File: src/logic/spi_pkg.sv
package spi_pkg;

  //////////////////////////////
  // Bus timing
  localparam int SCLK_RATIO    = 8;   // System clocks per SCLK period, even
  localparam int PHASE_BITS    = $clog2(SCLK_RATIO);
  localparam int SS_PERIODS    = 4;   // SCLK periods per chip-select setup/hold state
  localparam int RX_PIPE_DEPTH = 3;   // cipo sample point after SCLK rise, < SCLK_RATIO/2

  //////////////////////////////
  // Sizes
  localparam int FIFO_DEPTH    = 16;  // Power of two, pointers wrap freely
  localparam int FIFO_PTR_BITS = $clog2(FIFO_DEPTH);
  localparam int LEN_BITS      = 4;
  localparam int WAIT_BITS     = 2;
  localparam int TIMER_MAX     = 8 * (2 ** LEN_BITS - 1);  // Longest phase in bits
  localparam int TIMER_BITS    = $clog2(TIMER_MAX + 1);

  typedef logic [7:0]            byte_t;
  typedef logic [LEN_BITS-1:0]   len_t;
  typedef logic [WAIT_BITS-1:0]  wait_t;
  typedef logic [TIMER_BITS-1:0] timer_t;     // SCLK periods in current state
  typedef logic [PHASE_BITS-1:0] phase_cnt_t; // Position within one SCLK period

  // Bus phases in the order they run
  typedef enum logic [2:0] {
    ST_IDLE, ST_START_D, ST_START_S, ST_TX,
    ST_WAIT, ST_RX, ST_STOP_S, ST_STOP_D
  } bus_state_t;

  // Transfer request
  typedef struct packed {
    logic  go;        // One-cycle strobe
    len_t  tx_len;    // Bytes out, at least one
    len_t  rx_len;    // Bytes in, zero skips RX
    wait_t wait_cyc;  // Idle SCLK periods between TX and RX
  } spi_cmd_t;

  // Decoded SCLK phase
  typedef struct packed {
    logic sck_level;  // SCLK level when running
    logic fall_ce;    // State and timer update, SCLK falls here
    logic sample_ce;  // cipo sample point
  } spi_phase_t;

endpackage

File: src/logic/spi_sync_fifo.sv
`timescale 1ns/1ps

module spi_sync_fifo (
  input  logic           i_ext_spi_clk_x,
  input  logic           i_srst,
  input  logic           push_i,
  input  spi_pkg::byte_t push_data_i,
  input  logic           pop_i,
  output spi_pkg::byte_t head_o,
  output logic           empty_o,
  output logic           full_o
);

  spi_pkg::byte_t                    mem [spi_pkg::FIFO_DEPTH];
  logic [spi_pkg::FIFO_PTR_BITS-1:0] wr_ptr;
  logic [spi_pkg::FIFO_PTR_BITS-1:0] rd_ptr;
  logic [spi_pkg::FIFO_PTR_BITS:0]   count;   // Occupancy, one bit wider than pointers
  logic                              do_push;
  logic                              do_pop;

  assign do_push = push_i && !full_o;   // Push into full dropped
  assign do_pop  = pop_i && !empty_o;   // Pop from empty dropped

  // Storage
  always_ff @(posedge i_ext_spi_clk_x) begin
    if (do_push)
      mem[wr_ptr] <= push_data_i;
  end

  // Pointers and occupancy
  always_ff @(posedge i_ext_spi_clk_x) begin
    if (i_srst) begin
      wr_ptr <= '0;
      rd_ptr <= '0;
      count  <= '0;
    end else begin
      if (do_push)
        wr_ptr <= wr_ptr + 1'b1;
      if (do_pop)
        rd_ptr <= rd_ptr + 1'b1;
      case ({do_push, do_pop})
        2'b10:   count <= count + 1'b1;
        2'b01:   count <= count - 1'b1;
        default: count <= count;        // Both or neither
      endcase
    end
  end

  assign head_o  = mem[rd_ptr];  // First word falls through
  assign empty_o = (count == '0);
  assign full_o  = (count == (spi_pkg::FIFO_PTR_BITS + 1)'(spi_pkg::FIFO_DEPTH));

endmodule

File: src/logic/spi_phase_gen.sv
`timescale 1ns/1ps

module spi_phase_gen (
  input  logic                i_ext_spi_clk_x,
  input  logic                i_srst,
  output spi_pkg::spi_phase_t phase_o
);

  spi_pkg::phase_cnt_t cnt_q;

  // Free running, 0 .. SCLK_RATIO-1
  always_ff @(posedge i_ext_spi_clk_x) begin
    if (i_srst)
      cnt_q <= '0;
    else if (cnt_q == spi_pkg::phase_cnt_t'(spi_pkg::SCLK_RATIO - 1))
      cnt_q <= '0;
    else
      cnt_q <= cnt_q + 1'b1;
  end

  // High half first, rising edge at counter zero
  always_comb begin
    phase_o.sck_level = (cnt_q < spi_pkg::phase_cnt_t'(spi_pkg::SCLK_RATIO / 2));
    // Last high cycle, registers loaded here change with SCLK falling
    phase_o.fall_ce   = (cnt_q == spi_pkg::phase_cnt_t'(spi_pkg::SCLK_RATIO / 2 - 1));
    // Late in the high half, after cipo has settled
    phase_o.sample_ce = (cnt_q == spi_pkg::phase_cnt_t'(spi_pkg::RX_PIPE_DEPTH));
  end

endmodule

File: src/logic/spi_cmd_latch.sv
`timescale 1ns/1ps

module spi_cmd_latch (
  input  logic              i_ext_spi_clk_x,
  input  logic              i_srst,
  input  spi_pkg::spi_cmd_t cmd_i,
  input  logic              fsm_idle_i,
  output spi_pkg::spi_cmd_t cmd_o,
  output logic              go_hold_o,
  output logic              spi_idle_o
);

  typedef enum logic {
    LAT_WAIT,   // Idle, looking for go
    LAT_HOLD    // Stretching go over one SCLK period
  } lat_state_t;

  lat_state_t          state_q;
  spi_pkg::phase_cnt_t hold_cnt;
  spi_pkg::len_t       tx_len_q;
  spi_pkg::len_t       rx_len_q;
  spi_pkg::wait_t      wait_q;
  logic                accept;

  assign accept = cmd_i.go && spi_idle_o;  // go while busy is dropped

  always_ff @(posedge i_ext_spi_clk_x) begin
    if (i_srst) begin
      state_q  <= LAT_WAIT;
      hold_cnt <= '0;
      tx_len_q <= '0;
      rx_len_q <= '0;
      wait_q   <= '0;
    end else begin
      case (state_q)
        LAT_HOLD: begin
          hold_cnt <= hold_cnt + 1'b1;
          if (hold_cnt == spi_pkg::phase_cnt_t'(spi_pkg::SCLK_RATIO - 1))
            state_q <= LAT_WAIT;   // Hold spans exactly one fall_ce
        end
        default: begin
          hold_cnt <= '0;
          if (accept) begin
            state_q  <= LAT_HOLD;
            tx_len_q <= cmd_i.tx_len;  // Kept until the next accepted go
            rx_len_q <= cmd_i.rx_len;
            wait_q   <= cmd_i.wait_cyc;
          end
        end
      endcase
    end
  end

  assign go_hold_o  = (state_q == LAT_HOLD);
  assign spi_idle_o = fsm_idle_i && (state_q == LAT_WAIT);

  // Latched command, go field carries the stretched level
  always_comb begin
    cmd_o.go       = go_hold_o;
    cmd_o.tx_len   = tx_len_q;
    cmd_o.rx_len   = rx_len_q;
    cmd_o.wait_cyc = wait_q;
  end

endmodule

File: src/logic/spi_bus_fsm.sv
`timescale 1ns/1ps

module spi_bus_fsm (
  input  logic                i_ext_spi_clk_x,
  input  logic                i_srst,
  input  spi_pkg::spi_phase_t phase_i,
  input  spi_pkg::spi_cmd_t   cmd_i,
  input  logic                go_hold_i,
  input  spi_pkg::byte_t      tx_head_i,
  input  logic                tx_empty_i,
  output logic                tx_pop_o,
  output spi_pkg::bus_state_t state_o,
  output spi_pkg::timer_t     timer_o,
  output logic                fsm_idle_o,
  output logic                sck_o,
  output logic                csn_o,
  output logic                copi_o
);

  spi_pkg::bus_state_t state_q;
  spi_pkg::bus_state_t state_d;
  spi_pkg::timer_t     timer_q;
  spi_pkg::timer_t     ss_last;    // Last period of a setup/hold state
  spi_pkg::timer_t     tx_last;
  spi_pkg::timer_t     rx_last;
  spi_pkg::timer_t     wait_last;
  logic                sck_run;

  //////////////////////////////
  // Phase lengths
  always_comb begin
    ss_last   = spi_pkg::timer_t'(spi_pkg::SS_PERIODS - 1);
    tx_last   = spi_pkg::timer_t'({cmd_i.tx_len, 3'b000} - 1);   // 8 bits per byte
    rx_last   = spi_pkg::timer_t'({cmd_i.rx_len, 3'b000} - 1);
    wait_last = spi_pkg::timer_t'(cmd_i.wait_cyc) - spi_pkg::timer_t'(1);
  end

  //////////////////////////////
  // Next state
  always_comb begin
    state_d = state_q;  // Stay by default
    case (state_q)
      spi_pkg::ST_IDLE:
        if (go_hold_i)
          state_d = spi_pkg::ST_START_D;
      spi_pkg::ST_START_D:
        if (timer_q == ss_last)
          state_d = spi_pkg::ST_START_S;
      spi_pkg::ST_START_S:
        if (timer_q == ss_last)
          state_d = spi_pkg::ST_TX;
      spi_pkg::ST_TX: begin
        if (timer_q == tx_last) begin
          if (cmd_i.rx_len == '0)
            state_d = spi_pkg::ST_STOP_S;    // Write only
          else if (cmd_i.wait_cyc == '0)
            state_d = spi_pkg::ST_RX;        // No turnaround
          else
            state_d = spi_pkg::ST_WAIT;
        end
      end
      spi_pkg::ST_WAIT:
        if (timer_q == wait_last)
          state_d = spi_pkg::ST_RX;
      spi_pkg::ST_RX:
        if (timer_q == rx_last)
          state_d = spi_pkg::ST_STOP_S;
      spi_pkg::ST_STOP_S:
        if (timer_q == ss_last)
          state_d = spi_pkg::ST_STOP_D;
      default:            // ST_STOP_D
        if (timer_q == ss_last)
          state_d = spi_pkg::ST_IDLE;
    endcase
  end

  // State and bit timer, both move on the SCLK falling edge
  always_ff @(posedge i_ext_spi_clk_x) begin
    if (i_srst) begin
      state_q <= spi_pkg::ST_IDLE;
      timer_q <= '0;
    end else if (phase_i.fall_ce) begin
      state_q <= state_d;
      if (state_d != state_q)
        timer_q <= '0;               // Fresh count per state
      else if (timer_q != spi_pkg::timer_t'(spi_pkg::TIMER_MAX))
        timer_q <= timer_q + 1'b1;   // Saturate
    end
  end

  //////////////////////////////
  // Bus outputs, Mode 0
  always_comb begin
    sck_run  = (state_q == spi_pkg::ST_TX) || (state_q == spi_pkg::ST_WAIT) ||
               (state_q == spi_pkg::ST_RX);
    sck_o    = sck_run && phase_i.sck_level;   // Parked low otherwise
    csn_o    = (state_q == spi_pkg::ST_IDLE) || (state_q == spi_pkg::ST_START_D) ||
               (state_q == spi_pkg::ST_STOP_D);
    // MSB first, ~bit index is 7 - (timer mod 8); empty FIFO sends zeros
    copi_o   = (state_q == spi_pkg::ST_TX) && !tx_empty_i && tx_head_i[~timer_q[2:0]];
    // Next byte to the head as the last bit of this one ends
    tx_pop_o = (state_q == spi_pkg::ST_TX) && phase_i.fall_ce &&
               (timer_q[2:0] == 3'd7) && !tx_empty_i;
  end

  assign fsm_idle_o = (state_q == spi_pkg::ST_IDLE);
  assign state_o    = state_q;
  assign timer_o    = timer_q;

endmodule

File: src/logic/spi_rx_shifter.sv
`timescale 1ns/1ps

module spi_rx_shifter (
  input  logic                i_ext_spi_clk_x,
  input  logic                i_srst,
  input  spi_pkg::spi_phase_t phase_i,
  input  spi_pkg::bus_state_t state_i,
  input  spi_pkg::timer_t     timer_i,
  input  spi_pkg::spi_cmd_t   cmd_i,
  input  logic                cipo_i,
  input  logic                rx_full_i,
  output logic                rx_push_o,
  output spi_pkg::byte_t      rx_byte_o
);

  spi_pkg::bus_state_t state_dly [spi_pkg::RX_PIPE_DEPTH];
  spi_pkg::timer_t     timer_dly [spi_pkg::RX_PIPE_DEPTH];
  spi_pkg::bus_state_t state_tap;
  spi_pkg::timer_t     timer_tap;
  spi_pkg::byte_t      shift_q;
  logic                shift_en;
  logic                last_bit;

  // State and timer aligned to the sample point
  always_ff @(posedge i_ext_spi_clk_x) begin
    if (i_srst) begin
      for (int i = 0; i < spi_pkg::RX_PIPE_DEPTH; i++) begin
        state_dly[i] <= spi_pkg::ST_IDLE;
        timer_dly[i] <= '0;
      end
    end else begin
      state_dly[0] <= state_i;
      timer_dly[0] <= timer_i;
      for (int i = 1; i < spi_pkg::RX_PIPE_DEPTH; i++) begin
        state_dly[i] <= state_dly[i-1];
        timer_dly[i] <= timer_dly[i-1];
      end
    end
  end

  assign state_tap = state_dly[spi_pkg::RX_PIPE_DEPTH-1];
  assign timer_tap = timer_dly[spi_pkg::RX_PIPE_DEPTH-1];

  always_comb begin
    shift_en = phase_i.sample_ce && (state_tap == spi_pkg::ST_RX) &&
               (timer_tap < spi_pkg::timer_t'({cmd_i.rx_len, 3'b000}));
    last_bit = (timer_tap[2:0] == 3'd7);   // Eighth bit of a byte
  end

  // MSB first
  always_ff @(posedge i_ext_spi_clk_x) begin
    if (shift_en)
      shift_q <= {shift_q[6:0], cipo_i};
  end

  // Push strobe lands one cycle after the eighth sample, dropped when full
  always_ff @(posedge i_ext_spi_clk_x) begin
    if (i_srst)
      rx_push_o <= 1'b0;
    else
      rx_push_o <= shift_en && last_bit && !rx_full_i;
  end

  assign rx_byte_o = shift_q;  // Stable for a whole SCLK period after push

endmodule

File: src/logic/spi_master_top.sv
`timescale 1ns/1ps

module spi_master_top (
  input  logic              i_ext_spi_clk_x,
  input  logic              i_srst,
  // Command and data side
  input  spi_pkg::spi_cmd_t cmd_i,
  input  spi_pkg::byte_t    tx_data_i,
  input  logic              tx_enqueue_i,
  output logic              tx_ready_o,
  output spi_pkg::byte_t    rx_data_o,
  output logic              rx_avail_o,
  input  logic              rx_dequeue_i,
  output logic              spi_idle_o,
  // SPI bus
  output logic              sck_o,
  output logic              csn_o,
  output logic              copi_o,
  input  logic              cipo_i
);

  spi_pkg::spi_phase_t phase;
  spi_pkg::spi_cmd_t   cmd_lat;
  spi_pkg::bus_state_t bus_state;
  spi_pkg::timer_t     bus_timer;
  spi_pkg::byte_t      tx_head;
  spi_pkg::byte_t      rx_byte;
  logic                go_hold;
  logic                fsm_idle;
  logic                tx_pop;
  logic                tx_empty;
  logic                tx_full;
  logic                rx_push;
  logic                rx_empty;
  logic                rx_full;

  spi_phase_gen u_phase (
    .i_ext_spi_clk_x (i_ext_spi_clk_x),
    .i_srst          (i_srst),
    .phase_o         (phase)
  );

  spi_cmd_latch u_cmd (
    .i_ext_spi_clk_x (i_ext_spi_clk_x),
    .i_srst          (i_srst),
    .cmd_i           (cmd_i),
    .fsm_idle_i      (fsm_idle),
    .cmd_o           (cmd_lat),
    .go_hold_o       (go_hold),
    .spi_idle_o      (spi_idle_o)
  );

  spi_bus_fsm u_fsm (
    .i_ext_spi_clk_x (i_ext_spi_clk_x),
    .i_srst          (i_srst),
    .phase_i         (phase),
    .cmd_i           (cmd_lat),
    .go_hold_i       (go_hold),
    .tx_head_i       (tx_head),
    .tx_empty_i      (tx_empty),
    .tx_pop_o        (tx_pop),
    .state_o         (bus_state),
    .timer_o         (bus_timer),
    .fsm_idle_o      (fsm_idle),
    .sck_o           (sck_o),
    .csn_o           (csn_o),
    .copi_o          (copi_o)
  );

  spi_rx_shifter u_rx (
    .i_ext_spi_clk_x (i_ext_spi_clk_x),
    .i_srst          (i_srst),
    .phase_i         (phase),
    .state_i         (bus_state),
    .timer_i         (bus_timer),
    .cmd_i           (cmd_lat),
    .cipo_i          (cipo_i),
    .rx_full_i       (rx_full),
    .rx_push_o       (rx_push),
    .rx_byte_o       (rx_byte)
  );

  //////////////////////////////
  // Byte queues
  spi_sync_fifo u_tx_fifo (
    .i_ext_spi_clk_x (i_ext_spi_clk_x),
    .i_srst          (i_srst),
    .push_i          (tx_enqueue_i),
    .push_data_i     (tx_data_i),
    .pop_i           (tx_pop),
    .head_o          (tx_head),
    .empty_o         (tx_empty),
    .full_o          (tx_full)
  );

  spi_sync_fifo u_rx_fifo (
    .i_ext_spi_clk_x (i_ext_spi_clk_x),
    .i_srst          (i_srst),
    .push_i          (rx_push),
    .push_data_i     (rx_byte),
    .pop_i           (rx_dequeue_i),
    .head_o          (rx_data_o),
    .empty_o         (rx_empty),
    .full_o          (rx_full)
  );

  assign tx_ready_o = !tx_full;   // Room for one more
  assign rx_avail_o = !rx_empty;  // Head valid

endmodule

File: config.mk
export PLATFORM = sky130hd
export DESIGN_NAME = spi_master_top
export DESIGN_NICKNAME = d
export VERILOG_FILES = /design/src/logic/spi_pkg.sv /design/src/logic/spi_sync_fifo.sv /design/src/logic/spi_phase_gen.sv /design/src/logic/spi_cmd_latch.sv /design/src/logic/spi_bus_fsm.sv /design/src/logic/spi_rx_shifter.sv /design/src/logic/spi_master_top.sv
export SDC_FILE = /design/constraint.sdc
export NUM_CORES = 1
export LEC_CHECK = 0
export BUFFER_PORTS_ARGS = -buffer_cell sky130_fd_sc_hd__buf_2
export CAP_MARGIN = 10
export CORE_MARGIN = 5
export CORE_UTILIZATION = 55
export DETAILED_ROUTE_END_ITERATION = 7
export HOLD_SLACK_MARGIN = 0.08
export PLACE_DENSITY = 0.72
export SLEW_MARGIN = 10
export SYNTH_ARGS = -nofsm -noshare
export SYNTH_HDL_FRONTEND = slang
export SYNTH_SLANG_ARGS = --single-unit
File: constraint.sdc
create_clock -name i_ext_spi_clk_x -period 3.4 [get_ports i_ext_spi_clk_x]
set_clock_uncertainty 0.05 [all_clocks]
set_input_delay 0.51 -clock i_ext_spi_clk_x [delete_from_list [all_inputs] [get_ports i_ext_spi_clk_x]]
set_output_delay 0.51 -clock i_ext_spi_clk_x [all_outputs]
set_load 0.01 [all_outputs]
# Word level (Yosys, flattened, before mapping)
# Memories as Yosys holds them, arrays and structs flattened. A register that Yosys moved wholly into a read port is not among the register bits.
# Index checks and enable logic that the tools add are counted.
word_totals:
  ff_bits: 62
  ramBits: 286
  in_bits: 24
  output_inout_bits: 14
  mem_count: 4
memory_table:
  columns: ["name", "words", "width", "rd", "rd_ports_with_merged_regs", "wr", "line", "source"]
  rows:
  - ["u_rx_fifo.mem", 16, 8, 1, 1, 1, "spi_sync_fifo.sv:14", "spi_pkg::byte_t mem [spi_pkg::FIFO_DEPTH];"]
  - ["u_tx_fifo.mem", 16, 8, 1, 1, 1, "spi_sync_fifo.sv:14", null]
  - ["u_rx.timer_dly", 3, 7, 3, 0, 3, "spi_rx_shifter.sv:17", "spi_pkg::timer_t timer_dly [spi_pkg::RX_PIPE_DEPTH];"]
  - ["u_rx.state_dly", 3, 3, 3, 0, 3, "spi_rx_shifter.sv:16", "spi_pkg::bus_state_t state_dly [spi_pkg::RX_PIPE_DEPTH];"]
op_classes:
  add_sub_neg: 14
  magnitude_cmp: 3
  eq_ne: 25
  n_mux: 37
  n_bitwise: 8
  reduce_logical: 36
ops:
  columns: ["operator", "count"]
  rows:
  - ["3-bit 2-to-1 mux", 12]
  - ["7-bit 2-to-1 mux", 5]
  - ["3-bit equality test, second input constant", 9]
  - ["7-bit equality test", 3]
  - ["3-bit case mux with 7 select lines", 1]
  - ["5-bit case mux with 2 select lines", 2]
  - ["4-bit by 1-bit adder with 4-bit output, second input constant", 4]
  - ["1-bit logical AND", 16]
  - ["4-bit 2-to-1 mux", 4]
  - ["7-bit by 1-bit subtractor with 7-bit output, second input constant", 2]
  - ["1-bit 2-to-1 mux", 12]
  - ["5-bit by 1-bit adder with 5-bit output, second input constant", 2]
  - ["5-bit equality test, second input constant", 2]
  - ["5-bit logical NOT", 2]
  - ["5-bit by 1-bit subtractor with 5-bit output, second input constant", 2]
  - ["3-bit by 2-bit equality test with 1-bit output, second input constant", 3]
  - ["7-bit by 1-bit adder with 7-bit output, second input constant", 1]
  - ["7-bit by 2-bit equality test with 1-bit output, second input constant", 1]
  - ["7-bit less-than comparator", 1]
  - ["7-bit inequality test, second input constant", 1]
  - ["3-bit by 1-bit adder with 3-bit output, second input constant", 2]
  - ["1-bit OR", 6]
  - ["2-bit nonzero test", 3]
  - ["2-bit by 1-bit equality test with 1-bit output, second input constant", 2]
  - ["other kinds (16)", 25]

# Longest topological paths before layout
# Gate-level depths: netlist of the first run.
depth:
  ltp_word: 8
  mapped_depth: 14

# Hierarchy
# From an unflattened synthesis of the first run, not the netlist that was laid out.
unflattened:
  cells_unflattened: 956
  area_unflattened_um2: 14786.7
modules_own_cells:
  columns: ["module", "instances", "cells_per_inst", "area_each_um2", "seq_area_each_um2"]
  rows:
  - ["spi_sync_fifo (u_rx_fifo)", 1, 330, 5891.9, 4184.0]
  - ["spi_sync_fifo (u_tx_fifo)", 1, 324, 5836.8, 4184.0]
  - ["spi_rx_shifter", 1, 88, 1177.4, 860.8]
  - ["spi_bus_fsm", 1, 144, 1127.3, 200.2]
  - ["spi_cmd_latch", 1, 57, 614.3, 280.3]
  - ["spi_phase_gen", 1, 11, 131.4, 60.1]
  - ["spi_master_top", 1, 2, 7.5, 0.0]

# Worst setup path after synthesis of the first run
# OpenSTA, ideal clock, no wires.
synth_path:
  path_type: "register to register"
  from: "register u_phase.cnt_q[0]"
  to: "register u_tx_fifo.count[4] (netlist name)"
  t_arrival_ns: 2.665
  t_required_ns: 3.222
  slack_ns: 0.557
  path_stages_with_launch: 15
  path_buffers: 2
  path_cell_list: "dfxtp_1 ha_1 ha_1 clkbuf_1 and3_1 clkbuf_1 ha_1 inv_1 fa_1 nor2b_1 o21ai_0 and3_1 nor3_1 xnor2_1 nor2_1"
synth_via:
  elab_chain_cells: 7
  word_cells_on_any_way: 9
synth_lines:
  columns: ["item", "line", "source"]
  rows:
  - ["start, declared", "spi_phase_gen.sv:9", "spi_pkg::phase_cnt_t cnt_q;"]
  - ["start signal, assigned", "spi_phase_gen.sv:18", "cnt_q <= cnt_q + 1'b1;"]
  - ["3-bit by 2-bit equality test with 1-bit output *", "spi_phase_gen.sv:25", "phase_o.fall_ce = (cnt_q == spi_pkg::phase_cnt_t'(spi_pkg::SCLK_RATIO / 2 - 1));"]
  - ["1-bit logical AND * (2 in series)", "spi_bus_fsm.sv:102", "tx_pop_o = (state_q == spi_pkg::ST_TX) && phase_i.fall_ce &&"]
  - ["1-bit logical AND *", "spi_bus_fsm.sv:103", "(timer_q[2:0] == 3'd7) && !tx_empty_i;"]
  - ["1-bit logical AND *", "spi_sync_fifo.sv:22", "assign do_pop = pop_i && !empty_o;"]
  - ["via u_tx_fifo.do_pop", "spi_sync_fifo.sv:19", "logic do_pop;"]
  - ["2-bit by 1-bit equality test with 1-bit output / 2-bit equality test (equally long branches)", "spi_sync_fifo.sv:41", "case ({do_push, do_pop})"]
  - ["5-bit case mux with 2 select lines / 2-bit nonzero test (equally long branches)", null, null]
  - ["end signal, assigned", "spi_sync_fifo.sv:42", "2'b10: count <= count + 1'b1;"]
  - ["end signal, assigned", "spi_sync_fifo.sv:43", "2'b01: count <= count - 1'b1;"]
  - ["end signal, assigned", "spi_sync_fifo.sv:44", "default: count <= count;"]
  - ["end, declared", "spi_sync_fifo.sv:17", "logic [spi_pkg::FIFO_PTR_BITS:0] count;"]
# The timed path passes the listed nets; every way through them passes the cells marked *.
# A chain may end at the register's enable or synchronous reset.

==> results.toml, run 1 <==
[setup_path]
path_cells = "buf_6, buf_16, mux4_1, nor3_1, a211oi_1, a31oi_2, o22ai_1, o31a_1, buf_2"
timing.critical_path.max_delay_family = "compound AO/OA/AOI/OAI gates"
timing.critical_path.buf_inv = 3
worstSetupEndpointType = "primary output"
worst_setup_path_start_kind = "flop"
worstPathArrival_ns = 2.84
critPathSlowestCell = "sky130_fd_sc_hd__mux4_1"
critical_path.max_stage_delay_ns = 0.55
timing.setup.critical_path_class = "reg -> out"
largest_fanout_of_any_net_on_the_critical_path = 6
timing.critical_path.required_ns = 2.84

[clocking]
tritoncts.num_buffers = 36
cts_tree = "yes"
ctsLongestPathBuffers = 3
cts_root_buffer = "sky130_fd_sc_hd__clkbuf_16"
cts.clk_slew.worst_paths_ns = 0.06
cts_htree_levels = 2
cts_hold_buf = 0
clock_insertion_delay_worst_skew_ns = 0.53
clock-sinks = 356

[yosys]
synth_top_cell_area_share = 0.555
count_of_flip_flops_with_a_built_in_enable_after_synthesis = 264
most_instantiated_library_cell_after_synthesis = "sky130_fd_sc_hd__edfxtp_1"
most_instantiated_cells_after_synthesis = "sky130_fd_sc_hd__edfxtp_1 (264), sky130_fd_sc_hd__dfxtp_1 (92), sky130_fd_sc_hd__nor2_1 (73)"
synth_area_per_cell_um2 = 16.1
postSynthCellCount = 887
netlist_area_um2 = 14300
synthDistinctLibCells = 53
yosys.area.top_type = "sky130_fd_sc_hd__edfxtp_1"
ys_warn_count = 0
yosys_most_used_dff = "sky130_fd_sc_hd__edfxtp_1"
syn-num-nets = 947
yosys_register_bits = 356
synthArstFlopShare = 0
synth_sequential_area_ratio = 0.684
yosys-top-cells-area = "sky130_fd_sc_hd__edfxtp_1 (55%), sky130_fd_sc_hd__dfxtp_1 (13%), sky130_fd_sc_hd__mux4_2 (11%)"

[timing]
hold_ws_ns = 0.174
timing_worst_slew_pin_value_ns = 0.890
timing.final.crit_share = 1.00
setup_viol = 1
timing_max_transition_violations_final = 0
worst_slack_ns = -0.00243
rsz_0062_raised_after_global_routing = "true"
slew_headroom = 0.406
post-route-min-period_ns = 3.40
max_freq_ghz = 0.294
hold_viol_final = 0

[detailed_routing]
antenna_violating_nets_post_route = 0
vias = 7438
drc_errors = 0
wl_per_cell_um = 20.1
detailedRoute.firstPassIterationCount = 5
routed_vias_inst = 5.69
drt_first_iter_violations = 615
drt_wl_total_mm = 26.3

[layout]
layout-drive-gt1-share = 0.212
finalNetCount = 1005
antenna_cells_inserted = 0
postLayoutCoreUtil = 0.629
area_overhead_vs_synth_pct = 13.7

[run_status]
violations_in_the_final_reports = "negative setup slack"
outcome = "finished, violations left"

[power]
power_leakage_nw = 5.46
pwr_density_cell_nw_per_um2 = 540
power.ir.vdd_worst_uv = 564

[die]
floorplan.initialDensity = 0.553
design.core.area_um2 = 25800
placement_rows = 59
die_area_um2 = 29300
design.portCount = 38
die_height_um = 171
dieWidth_um = 171

[placed_design]
pre_cts_slack_ns = 0.304
place.port_buffers = 37
globalplace.congestion = 0.787
post-dp-hpwl_mm = 16.5

[global_route]
initial_antenna_violation_count = 0
grt_first_pass_wirelength_mm = 42.0
grt.overflow.total = 0
gr-usage-all-layers = 0.185
first_global_vias = 7508
grt_max_degree = 42

[hold_path]
worst_hold_path_type = "in -> reg"

[job]
max_cap_violations = 0
-- per-stage QoR --
stage | setup TNS, ns | total power, W | area [um2] | cells
after global routing | -0.0747 | 0.00910 | 16200 | 1308
after CTS | 0 | 0.00885 | 16200 | 1303
final | -0.00243 | 0.00876 | 16200 | 1308
after floorplan | 0 | 0.00493 | 14300 | 887
after detailed placement | 0 | 0.00502 | 14900 | 1233
after global placement | 0 | 0.00501 | 14900 | 1233
-- layer usage --
metal | wire length, um | vias to the layer above | global-route usage
met4 | 518 | 0 | 0.0513
li1 | - | 3501 | -
met1 | 11200 | 3697 | 0.255
met2 | 13200 | 194 | 0.308
met3 | 1310 | 46 | 0.0345
met5 | 0 | - | 0
-- registers in the layout, indices dropped and copies added (netlist names), 5 cells and up, named ones only --
register	flops
u_tx_fifo.count	5
u_rx.timer_dly	21
u_rx.rx_byte_o	8
u_rx.state_dly	9
u_tx_fifo.mem	128
u_fsm.timer_o	7
u_rx_fifo.count	5
u_rx_fifo.mem	128
-- cell type report --
cell class | count | area (um2)
fill | 1860 | 9600
multi-input combinational | 452 | 4220
clock inverter | 23 | 215
sequential | 356 | 9780
clock buffer | 43 | 947
tap | 335 | 419
inverter | 30 | 113
timing repair buffer | 69 | 547
-- cells in the final DEF, fill, tap and decap left out, drive strengths merged, types with 2 or more instances in the layout --
| cell | count |
|---|---|
| nor4 | 10 |
| o311ai | 3 |
| and3b | 3 |
| a21oi | 24 |
| or2 | 2 |
| nand3b | 2 |
| nor3b | 3 |
| a21o | 3 |
| inv | 27 |
| o2111ai | 3 |
| a211oi | 3 |
| nor2b | 35 |
| nand3 | 10 |
| a22o | 2 |
| and3 | 7 |
| ha | 34 |
| clkbuf | 45 |
| bufinv | 3 |
| and2 | 5 |
| fa | 2 |
| nand2 | 31 |
| o22ai | 2 |
| nand4 | 9 |
| buf | 67 |
| xor2 | 15 |
| nor3 | 20 |
| clkinv | 22 |
| nand2b | 9 |
| a2111oi | 2 |
| dfxtp | 92 |
| edfxtp | 264 |
| mux4 | 73 |
| mux2 | 2 |
| nor2 | 73 |
| nor4b | 4 |
| mux2i | 21 |
| o21ai | 11 |
| xnor2 | 17 |
-- power by group --
part           internal, W  switching (W)  total, W
sequential         0.00467      0.0000240   0.00469
clock              0.00223        0.00160   0.00384
combinational    0.0000920       0.000143  0.000235
total              0.00699        0.00177   0.00876
-- final timing paths --
check                         from            endpoint  slack [ns]  depth (start not counted)
hold / removal            cmd_i[3]   u_cmd.rx_len_q[1]        0.17                          3
setup / recovery              flop              copi_o      -0.002                          9
hold reg to reg   u_phase.cnt_q[0]    u_phase.cnt_q[0]        0.38                          1
setup reg to reg  u_fsm.state_o[2]  u_tx_fifo.count[4]        0.44                         12
-- cells by family (layout without fill, tap and decap cells) --
family	Yosys count	after routing	synth area share
adders and majority gates	36	36	0.0326
and+or+nand+nor	228	228	0.0815
muxes	96	96	0.133
buffers and inverters	79	165	0.0235
xor gates and xnor gates	32	32	0.0196
AOI/OAI and AO/OA	60	60	0.0264
DFF	356	356	0.684
-- worst reg2reg max path, stage by stage, from the launching register on --
cell,delay (ns)
sky130_fd_sc_hd__dfxtp_1,0.43
sky130_fd_sc_hd__nand3b_1,0.29
sky130_fd_sc_hd__a21oi_2,0.19
sky130_fd_sc_hd__and3_1,0.31
sky130_fd_sc_hd__ha_1,0.27
sky130_fd_sc_hd__inv_1,0.10
sky130_fd_sc_hd__fa_1,0.38
sky130_fd_sc_hd__nor2b_1,0.15
sky130_fd_sc_hd__o21ai_0,0.11
sky130_fd_sc_hd__and3_1,0.19
sky130_fd_sc_hd__nor3_1,0.18
sky130_fd_sc_hd__xnor2_1,0.14
sky130_fd_sc_hd__nor2_1,0.05
-- repair_timing --
action	CTS	global route
gates cloned	2	1
resized for setup	6	12
pin swaps	0	4
endpoints found under the hold margin	0	0
setup endpoints to repair	1	2
buffers inserted	2	3
(Power assumes the default switching activity.)
==> run 2: changes to the inputs <==
PLACE_DENSITY = 0.74   (was 0.72)
clock period = 3.1 ns   (was 3.4 ns; I/O delays follow)
==> results.toml, run 2 (synthesized netlist as in run 1, its figures left out) <==
[setup_path]
timing.setup.critical_path_class = "reg -> out"
critPathSlowestCell = "sky130_fd_sc_hd__mux4_2"
worstSetupEndpointType = "primary output"
path_cells = "buf_6, mux4_2, mux4_2, o22ai_2, nor4_1, o31a_1, buf_2"
worst_setup_path_start_kind = "flop"
r2r_setup_slack_ns = 0.24
timing.critical_path.required_ns = 2.58
worst_path_most_repeated_cell = "sky130_fd_sc_hd__mux4_2"
worstPathArrival_ns = 2.76
largest_fanout_of_any_net_on_the_critical_path = 6
critical_path.max_stage_delay_ns = 0.51

[global_route]
gr-usage-all-layers = 0.196
initial_antenna_violation_count = 0
grt_max_degree = 43
grt.overflow.total = 0
grt_first_pass_wirelength_mm = 44.1
first_global_vias = 7819

[clocking]
cts_hold_buf = 0
cts_htree_levels = 2
cts.clk_slew.worst_paths_ns = 0.06
tritoncts.num_buffers = 36
ctsLongestPathBuffers = 3
cts_root_buffer = "sky130_fd_sc_hd__clkbuf_16"
clock-sinks = 356
cts_tree = "yes"
clock_insertion_delay_worst_skew_ns = 0.52

[layout]
mostFrequentLayoutCell = "sky130_fd_sc_hd__edfxtp_1"
antenna_cells_inserted = 0
fin_area_um2 = 16400
area_overhead_vs_synth_pct = 15.0
most-common-layout-cells = "sky130_fd_sc_hd__edfxtp_1 (264), sky130_fd_sc_hd__dfxtp_1 (88), sky130_fd_sc_hd__nor2_1 (73), sky130_fd_sc_hd__mux4_2 (70), sky130_fd_sc_hd__buf_4 (44)"
postLayoutCoreUtil = 0.636
layout-drive-gt1-share = 0.233
finalNetCount = 1026
reg.largest.list = "u_rx_fifo.mem (128), u_tx_fifo.mem (128), u_rx.timer_dly (21)"

[power]
power_leakage_nw = 5.58
pwr_density_cell_nw_per_um2 = 598
finalPower_w = 0.00983
power.ir.vdd_worst_uv = 435

[placed_design]
globalplace.congestion = 0.818
dpl-instance-area_um2 = 15100
post-dp-hpwl_mm = 17.3
place.port_buffers = 37

[die]
placement_rows = 59
die_height_um = 171
design.portCount = 38
die_area_um2 = 29300
design.core.area_um2 = 25800
floorplan.initialDensity = 0.553
dieWidth_um = 171

[detailed_routing]
routed_vias_inst = 5.79
antenna_violating_nets_post_route = 0
drt_first_iter_violations = 627
detailedRoute.firstPassIterationCount = 6
drc_errors = 0
drt_wl_total_mm = 27.8
wl_per_cell_um = 20.9
vias = 7695

[timing]
rsz_0062_raised_after_global_routing = "true"
setup_viol = 1
max_freq_ghz = 0.305
slew_headroom = 0.421
timing_max_transition_violations_final = 0
timing_worst_slew_pin_value_ns = 0.865
worst_slack_ns = -0.176
timing.final.crit_share = 1.06
hold_viol_final = 0
post-route-min-period_ns = 3.28

[run_status]
violations_in_the_final_reports = "negative setup slack"
outcome = "finished, violations left"

[job]
max_cap_violations = 0

[hold_path]
worst_hold_path_type = "in -> reg"
run 2: worst max-delay path: cells and delay by family (launching register included):
family	cells	cell delay (ns)
simple gates	1	0.08
buf+inv	2	0.29
mux	2	0.99
compound gates	2	0.47
flops	1	0.42
run 2: power breakdown:
part | internal (W) | total, W | switching (W)
Clock | 0.00267 | 0.00443 | 0.00175
Sequential | 0.00512 | 0.00515 | 0.0000271
Combinational | 0.000103 | 0.000259 | 0.000156
run 2: layout make-up:
cell class | instances | area [um2]
fill | 1828 | 9410
clock inverter | 20 | 241
multi-input combinational | 452 | 4210
sequential | 356 | 9780
inverter | 30 | 113
tap | 335 | 419
timing repair buffer | 90 | 682
clock buffer | 46 | 980
run 2: final timing paths:
check / depth (start not counted) / endpoint / startpoint
hold / removal: 1 / u_rx.rx_byte_o[0] / cipo_i
hold reg to reg: 1 / u_phase.cnt_q[0] / u_phase.cnt_q[0]
setup / recovery: 7 / copi_o / flop
setup reg to reg: 13 / u_tx_fifo.count[4] / u_tx_fifo.count[0]
run 2: layer usage:
layer | track usage | wire length [um] | vias up | share of wire
met1 | 0.269 | 11600 | 3884 | 0.42
met3 | 0.0375 | 1610 | 50 | 0.058
li1 | - | - | 3542 | -
met5 | 0 | 0 | - | 0
met4 | 0.0482 | 534 | 0 | 0.019
met2 | 0.328 | 14000 | 219 | 0.50
run 2: per-stage QoR:
| stage | TNS [ns] | hold WS, ns | worst slack, ns | cells |
|---|---|---|---|---|
| global placement | 0 | 0.359 | 0.282 | 1256 |
| global route | -0.241 | 0.0941 | -0.241 | 1329 |
| CTS | -0.161 | 0.105 | -0.161 | 1329 |
| detailed placement | 0 | 0.370 | 0.216 | 1256 |
| floorplan | 0 | 0.348 | 0.257 | 887 |
| finish | -0.176 | 0.114 | -0.176 | 1329 |
run 2: repair_timing:
item,4_1_cts,5_1_grt
setup buffers,7,0
endpoints found under the setup margin,7,2
gates resized for setup,15,5
cloned,1,0
endpoints found under the hold margin,0,0
pin swaps,3,1
